===== src/logic/lcd_pkg.sv =====
package lcd_pkg;

	// timing base, all delays below are in units of one microsecond
	localparam int CLK_PER_UNIT = 3;              // clocks per unit

	localparam int POWERUP_UNITS = 500;           // panel power-up settle
	localparam int SETUP_UNITS   = 1;             // rs/rw/data to e rise
	localparam int E_HIGH_UNITS  = 13;            // enable pulse width

	// derived cycle counts
	localparam int POWERUP_CYCLES = POWERUP_UNITS * CLK_PER_UNIT;
	localparam int SETUP_CYCLES   = SETUP_UNITS * CLK_PER_UNIT;
	localparam int E_HIGH_CYCLES  = E_HIGH_UNITS * CLK_PER_UNIT;

	// hold field carried with each request
	localparam int HOLD_W = 8;

	// total transfer length per command, in units
	localparam logic [HOLD_W-1:0] HOLD_HOST_UNITS  = 8'd50;
	localparam logic [HOLD_W-1:0] HOLD_FSET_UNITS  = 8'd50;
	localparam logic [HOLD_W-1:0] HOLD_DISP_UNITS  = 8'd50;
	localparam logic [HOLD_W-1:0] HOLD_CLEAR_UNITS = 8'd200;   // clear is slow on the panel
	localparam logic [HOLD_W-1:0] HOLD_ENTRY_UNITS = 8'd100;

	// fixed upper bits of the init commands
	localparam logic [7:0] OP_FUNCTION_SET = 8'b0011_0000;   // 8-bit bus
	localparam logic [7:0] OP_DISPLAY_CTRL = 8'b0000_1000;
	localparam logic [7:0] OP_CLEAR        = 8'b0000_0001;
	localparam logic [7:0] OP_ENTRY_MODE   = 8'b0000_0100;

	// bit positions in the 7-bit cfg word
	localparam int CFG_LINES   = 6;               // N, two-line display
	localparam int CFG_FONT    = 5;               // F, 5x10 font
	localparam int CFG_DISP_ON = 4;               // D
	localparam int CFG_CURSOR  = 3;               // C
	localparam int CFG_BLINK   = 2;               // B
	localparam int CFG_INC     = 1;               // I/D, address increment
	localparam int CFG_SHIFT   = 0;               // S, display shift

endpackage


===== src/logic/lcd_xfer_if.sv =====
`timescale 1ns/1ps

// one panel transfer request and its completion
interface lcd_xfer_if;

	logic                         start;        // one-cycle request pulse
	logic                         rs;
	logic                         rw;
	logic [7:0]                   data;
	logic [lcd_pkg::HOLD_W-1:0]   hold_units;   // total transfer length
	logic                         done;         // last cycle of transfer

	modport source (
		output start, rs, rw, data, hold_units,
		input  done
	);

	modport sink (
		input  start, rs, rw, data, hold_units,
		output done
	);

	modport monitor (
		input start, rs, rw, data, hold_units, done
	);

endinterface


===== src/logic/lcd_init_seq.sv =====
`timescale 1ns/1ps

module lcd_init_seq (
	input  logic             clk,
	input  logic             rst_n,
	input  logic [6:0]       cfg,
	lcd_xfer_if.source       xfer,
	output logic             init_done
);

	typedef enum logic [1:0] {
		ST_PWR,      // power-up wait
		ST_CMD,      // issue start for current command
		ST_WAIT,     // wait for strobe done
		ST_DONE
	} state_t;

	state_t state;
	logic [1:0] cmd_idx;                                          // 0 fset .. 3 entry
	logic [$clog2(lcd_pkg::POWERUP_CYCLES)-1:0] pwr_cnt;
	logic [7:0] cmd;
	logic [lcd_pkg::HOLD_W-1:0] hold;

	always_ff @(posedge clk) begin
		if (!rst_n) begin
			state   <= ST_PWR;
			cmd_idx <= 2'd0;
			pwr_cnt <= '0;
		end else begin
			case (state)
				ST_PWR: begin
					if (int'(pwr_cnt) == lcd_pkg::POWERUP_CYCLES - 1) begin
						state <= ST_CMD;
					end else begin
						pwr_cnt <= pwr_cnt + 1'b1;
					end
				end
				ST_CMD: begin
					state <= ST_WAIT;                              // start is high this cycle
				end
				ST_WAIT: begin
					if (xfer.done) begin
						if (cmd_idx == 2'd3) begin
							state <= ST_DONE;
						end else begin
							cmd_idx <= cmd_idx + 2'd1;
							state   <= ST_CMD;                     // next start right after done
						end
					end
				end
				default: begin
					state <= ST_DONE;                              // stays here until reset
				end
			endcase
		end
	end

	// command byte and hold time for the current step
	always_comb begin
		cmd  = lcd_pkg::OP_CLEAR;
		hold = lcd_pkg::HOLD_CLEAR_UNITS;
		case (cmd_idx)
			2'd0: begin
				cmd    = lcd_pkg::OP_FUNCTION_SET;
				cmd[3] = cfg[lcd_pkg::CFG_LINES];
				cmd[2] = cfg[lcd_pkg::CFG_FONT];
				hold   = lcd_pkg::HOLD_FSET_UNITS;
			end
			2'd1: begin
				cmd    = lcd_pkg::OP_DISPLAY_CTRL;
				cmd[2] = cfg[lcd_pkg::CFG_DISP_ON];
				cmd[1] = cfg[lcd_pkg::CFG_CURSOR];
				cmd[0] = cfg[lcd_pkg::CFG_BLINK];
				hold   = lcd_pkg::HOLD_DISP_UNITS;
			end
			2'd3: begin
				cmd    = lcd_pkg::OP_ENTRY_MODE;
				cmd[1] = cfg[lcd_pkg::CFG_INC];
				cmd[0] = cfg[lcd_pkg::CFG_SHIFT];
				hold   = lcd_pkg::HOLD_ENTRY_UNITS;
			end
			default: begin
				cmd  = lcd_pkg::OP_CLEAR;                          // display clear
				hold = lcd_pkg::HOLD_CLEAR_UNITS;
			end
		endcase
	end

	assign xfer.start      = (state == ST_CMD);
	assign xfer.rs         = 1'b0;                                // init writes are instructions
	assign xfer.rw         = 1'b0;
	assign xfer.data       = cmd;
	assign xfer.hold_units = hold;

	assign init_done = (state == ST_DONE);

	// once up, the panel stays initialized until the next reset
	init_done_sticky: assert property (
		@(posedge clk) disable iff (!rst_n)
		init_done |=> init_done
	);

endmodule


===== src/logic/lcd_strobe_gen.sv =====
`timescale 1ns/1ps

module lcd_strobe_gen (
	input  logic        clk,
	input  logic        rst_n,
	lcd_xfer_if.sink    xfer,
	output logic        e,
	output logic [7:0]  lcd_data,
	output logic        rs,
	output logic        rw
);

	logic                         active;        // transfer in progress
	logic [lcd_pkg::HOLD_W-1:0]   hold_q;
	logic [lcd_pkg::HOLD_W+1:0]   cnt;           // cycles since first pin cycle
	logic [lcd_pkg::HOLD_W+1:0]   cnt_nxt;
	logic                         last;
	logic                         e_nxt;

	assign cnt_nxt = cnt + 1'b1;

	// last cycle of hold_units * CLK_PER_UNIT
	assign last = active &&
		(int'(cnt) == int'(hold_q) * lcd_pkg::CLK_PER_UNIT - 1);

	// e window is SETUP_CYCLES after the pins settle, E_HIGH_CYCLES wide
	assign e_nxt = (int'(cnt_nxt) >= lcd_pkg::SETUP_CYCLES) &&
		(int'(cnt_nxt) < lcd_pkg::SETUP_CYCLES + lcd_pkg::E_HIGH_CYCLES);

	assign xfer.done = last;

	always_ff @(posedge clk) begin
		if (!rst_n) begin
			active   <= 1'b0;
			cnt      <= '0;
			e        <= 1'b0;
			lcd_data <= 8'h00;
			rs       <= 1'b0;
			rw       <= 1'b0;
		end else if (!active) begin
			cnt <= '0;
			if (xfer.start) begin
				active   <= 1'b1;
				lcd_data <= xfer.data;                  // pins valid from next cycle
				rs       <= xfer.rs;
				rw       <= xfer.rw;
			end
		end else if (last) begin
			active   <= 1'b0;
			e        <= 1'b0;
			lcd_data <= 8'h00;                          // bus back to idle
			rs       <= 1'b0;
			rw       <= 1'b0;
		end else begin
			cnt <= cnt_nxt;
			e   <= e_nxt;
		end
	end

	// hold length, only meaningful while active
	always_ff @(posedge clk) begin
		if (!active && xfer.start) begin
			hold_q <= xfer.hold_units;
		end
	end

	// panel latches on falling e, so the bus must not move under it
	pins_stable_while_e: assert property (
		@(posedge clk) disable iff (!rst_n)
		e |=> !e || $stable({lcd_data, rs, rw})
	);

endmodule


===== src/logic/lcd_controller.sv =====
`timescale 1ns/1ps

module lcd_controller (
	input  logic        clk,
	input  logic        rst_n,
	input  logic [6:0]  cfg,
	input  logic        lcd_enable,
	input  logic [9:0]  lcd_bus,      // {rs, rw, data}
	output logic        e,
	output logic [7:0]  lcd_data,
	output logic        rw,
	output logic        rs,
	output logic        busy
);

	logic init_done;
	logic busy_q;                     // host transfer in flight
	logic accept;
	logic req_open;                   // strobe holds an unfinished request

	lcd_xfer_if init_req ();          // init sequencer request
	lcd_xfer_if xfer ();              // request seen by the strobe generator

	lcd_init_seq u_init (
		.clk       (clk),
		.rst_n     (rst_n),
		.cfg       (cfg),
		.xfer      (init_req.source),
		.init_done (init_done)
	);

	lcd_strobe_gen u_strobe (
		.clk      (clk),
		.rst_n    (rst_n),
		.xfer     (xfer.sink),
		.e        (e),
		.lcd_data (lcd_data),
		.rs       (rs),
		.rw       (rw)
	);

	// host word taken in the same cycle enable is seen idle
	assign accept = init_done && !busy_q && lcd_enable;

	always_ff @(posedge clk) begin
		if (!rst_n) begin
			busy_q <= 1'b0;
		end else if (accept) begin
			busy_q <= 1'b1;
		end else if (xfer.done) begin
			busy_q <= 1'b0;                           // low the cycle after done
		end
	end

	assign busy = busy_q || !init_done;

	// init owns the strobe until it finishes and the host owns it after that
	always_comb begin
		if (init_done) begin
			xfer.start      = accept;
			xfer.rs         = lcd_bus[9];
			xfer.rw         = lcd_bus[8];
			xfer.data       = lcd_bus[7:0];
			xfer.hold_units = lcd_pkg::HOLD_HOST_UNITS;
		end else begin
			xfer.start      = init_req.start;
			xfer.rs         = init_req.rs;
			xfer.rw         = init_req.rw;
			xfer.data       = init_req.data;
			xfer.hold_units = init_req.hold_units;
		end
	end

	assign init_req.done = xfer.done && !init_done;

	// open from the start of a request to its done pulse
	always_ff @(posedge clk) begin
		if (!rst_n) begin
			req_open <= 1'b0;
		end else if (xfer.start) begin
			req_open <= 1'b1;
		end else if (xfer.done) begin
			req_open <= 1'b0;
		end
	end

	// enable pulses only inside an init or host transfer
	e_only_in_transfer: assert property (
		@(posedge clk) disable iff (!rst_n)
		e |-> busy
	);

	// a busy strobe never gets a second request
	no_start_while_busy: assert property (
		@(posedge clk) disable iff (!rst_n)
		!(xfer.start && req_open)
	);

endmodule


===== config.mk =====
export PLATFORM = sky130hd
export DESIGN_NAME = lcd_controller
export DESIGN_NICKNAME = d
export VERILOG_FILES = /design/src/logic/lcd_pkg.sv /design/src/logic/lcd_xfer_if.sv /design/src/logic/lcd_init_seq.sv /design/src/logic/lcd_strobe_gen.sv /design/src/logic/lcd_controller.sv
export SDC_FILE = /design/constraint.sdc
export NUM_CORES = 1
export LEC_CHECK = 0
export BUFFER_PORTS_ARGS = -buffer_cell sky130_fd_sc_hd__buf_2
export CAP_MARGIN = 20
export CORE_MARGIN = 2
export CORE_UTILIZATION = 55
export DETAILED_ROUTE_END_ITERATION = 8
export PLACE_DENSITY_LB_ADDON = 0.25
export SKIP_CTS_REPAIR_TIMING = 1
export SYNTH_ARGS = -nofsm -noshare
export SYNTH_HDL_FRONTEND = slang
export SYNTH_SLANG_ARGS = --single-unit

===== constraint.sdc =====
create_clock -name clk -period 5.1 [get_ports clk]
set_input_delay 1.02 -clock clk [delete_from_list [all_inputs] [get_ports clk]]
set_output_delay 1.02 -clock clk [all_outputs]
set_load 0.05 [all_outputs]

==> results.yml <==
die:
  placeableCoreArea_um2: 5070
  die_h_um: 76.5
  initial_utilization_pct: 57.0
  design.die.area_um2: 5850
  core.rowCount: 26
  die_width_um: 76.5
  floorplan.io_pins: 32
detailed_routing:
  routedWlPerCell_um: 13.6
  wirelength_um: 6110
  final_antenna_net_count: 0
  first_iter_violations: 130
  vias_per_cell: 5.61
  vias: 2515
  drt_drc_violations_left: 0
  drt_pass1_iterations: 4
sta:
  fin_hold_ws_ns: 0.505
  hold_viol_final: 0
  slew_headroom_pct: 56.9
  post-route-min-period_ns: 4.53
  rsz_0062_raised_after_global_routing: "no"
  report.final.slew_viol_count: 0
  totalNegativeSetupSlack_ns: 0
  number_of_setup_violations_in_the_final_report: 0
  max_clock_freq_ghz: 0.221
  worst_pin_slew_ns: 0.641
  fin_crit_sh_pct: 88.8
  setup_skew_after_layout_ns: 0.00728
global_routing:
  antenna_found_initial: 0
  globalRouteMet3Util_pct: 2.84
  global_route.usage.met1_pct: 28.5
  grt-ovfl-total: 0
  grt_use_met2_pct: 37.7
  grt-busiest-layer: "met2"
  first_pass_grt_wire_length_um: 10700
  grt_pass1_vias: 2366
  track_usage_pct: 21.9
  grt_start_max_net_pins: 30
clock_network:
  clock_pin_slew_reported_for_the_worst_setup_and_hold_paths_after_clock_tree_synthesis_ns: 0.09
  worst_skew_pair.late_latency_ns: 0.30
  htreeDepth: 2
  cts.sink_count: 43
  tritoncts: "yes"
  clock_path_buffers: 2
  cts_buffers: 5
  clock-root-buffer: "clkbuf_8"
synth:
  postSynthCellCount: 347
  synth.distinct_cells: 58
  async_reset_ff_share_pct: 0
  postSynthNetCount: 386
  synth_seq_area_share_pct: 31.5
  yosys_warnings: 0
  syn_area_um2: 2890
  number_of_synthesized_register_bits: 43
  synth_edf_count: 5
  synthFlopType: "dfxtp_1"
  synthesized_area_per_cell_um2: 8.33
place:
  numPlacedInstances: 437
  place_hpwl_um: 4480
  gp_congestion: 0.960
  io_buffers: 31
outcome:
  outcome: "complete, no violations"
pwr:
  vdd_ir_drop_max_v: 0.000219
  powerDensity_nw_per_um2: 234
  total_leakage_power_nw: 1.27
  total_power_uw: 761
min_path:
  hold_path.startpoint: "u_init.cmd_idx[1]"
  timing.hold.worst.class: "flip-flop to flip-flop"
setup_path:
  timing.critical_path.buf_inv: 2
  critical_path_required_ns: 5.30
  timing.critical_path.cells: "ha_1 > inv_1 > fa_1 > nand2b_1 > a21oi_2 > a21oi_1 > o21bai_1 > xnor2_1 > nor3_1 > ha_1 > xnor2_1 > nor4_1 > nand3_1 > or3_4 > a2111oi_4 > buf_4 > o22ai_1 > and2_1"
  cp_data_arrival_time_ns: 4.73
  critical_path_peak_fanout: 7
  cp_slowest_stage_delay_ns: 0.51
  family_with_the_most_delay_on_the_worst_path: "simple AND/OR/NAND/NOR gates"
  worst_setup_path_startpoint: "u_strobe.hold_q[4]"
  r2r-start: "u_strobe.hold_q[4]"
  setup.worst_path.end_class: "flip-flop"
  slowest_stage: "a2111oi_4"
  timing.critical_path.from_type: "flip-flop"
  worstSetupPathType: "flip-flop to flip-flop"
final_layout:
  antenna-diode-count: 0
  num-fill-cells: 467
  non_filler_cells_final: 448
  final_nets: 416
  layout.cells.most_common_list: "38 x dfxtp_1, 31 x buf_2, 27 x nand2_1, 24 x a21oi_1, 23 x and2_1"
  drive_gt1_share_pct: 14.6
  area_growth_pct: 12.2
  layout.cells.most_common: "dfxtp_1"
run:
  cap_violations: 0
[final cells by class]
class | count | area, um2 | area share (%)
multi-input cells | 274 | 1860 | 57.3
flip-flops and latches | 43 | 911 | 28.1
repair buffers | 36 | 193 | 5.94
clock buffers | 6 | 93.8 | 2.89
well taps | 70 | 87.6 | 2.70
inverters | 17 | 63.8 | 1.97
clock inverters | 2 | 37.5 | 1.16
[tightest hold or removal path, stage by stage (launching register included)]
cell and delay (ns):
dfxtp_1 0.35, nand2_1 0.07, a21boi_1 0.05
[synthesized netlist by cell type (all sizes together) (11+ instances only)]
cell type	number	share of area (%)
dfxtp	38	26
nor2	21	2.7
or3	12	2.8
clkbuf	12	1.6
a21oi	25	4.5
nand2	27	3.5
and2	23	5.0
xnor2	16	4.8
and3	11	2.4
inv	16	2.1
o21ai	19	3.3
ha	18	7.8
nand3	19	3.3
[sequential cells by signal (all words and copies together) (netlist names)]
signal / cells
u_init.cmd_idx: 2
u_strobe.lcd_data: 8
u_strobe.e: 1
busy_q: 1
u_init.pwr_cnt: 11
u_init.state: 2
u_strobe.active: 1
u_strobe.hold_q: 5
u_strobe.rw: 1
u_strobe.rs: 1
u_strobe.cnt: 10
[stage by stage]
step / instance area (um2) / worst slack, ns / utilization, %
final: 3250 / 0.571 / 64.0
after floorplan: 2890 / 0.885 / -
after detailed placement: 3090 / 0.446 / 60.9
after global routing: 3250 / 0.162 / 64.0
after global placement: 3090 / 0.543 / 60.9
after CTS: 3220 / 0.434 / 63.5
[cell families (layout without fill, tap and decap cells)]
family / after synthesis / after routing / share of synthesized area [%]
adder cells (fa/ha/maj): 19 / 19 / 8.48
XOR/XNOR: 25 / 25 / 8.05
flip-flops: 43 / 43 / 31.5
AO/OA/AOI/OAI: 82 / 82 / 19.0
buffers and inverters: 30 / 61 / 4.20
multiplexers: 3 / 3 / 1.13
AND/OR/NAND/NOR: 145 / 145 / 27.7
[metal layers]
metal	vias to the layer above	part of all wire [%]
met5	-	0
met4	0	1.2
met3	5	3.1
met2	47	49
met1	1170	47
li1	1293	-
[final timing paths]
| path | to | slack [ns] | cells past startpoint |
|---|---|---|---|
| max reg2reg | u_strobe.lcd_data[3] | 0.57 | 18 |
| min reg2reg | u_init.cmd_idx[1] | 0.50 | 2 |
| min | u_init.cmd_idx[1] | 0.50 | 2 |
| max | u_strobe.lcd_data[3] | 0.57 | 18 |
[power by group]
group	total, mW	switching (mW)	internal [mW]
logic	0.0978	0.0572	0.0405
clock network	0.299	0.123	0.176
registers	0.364	0.0114	0.353
(Power assumes the default switching activity.)
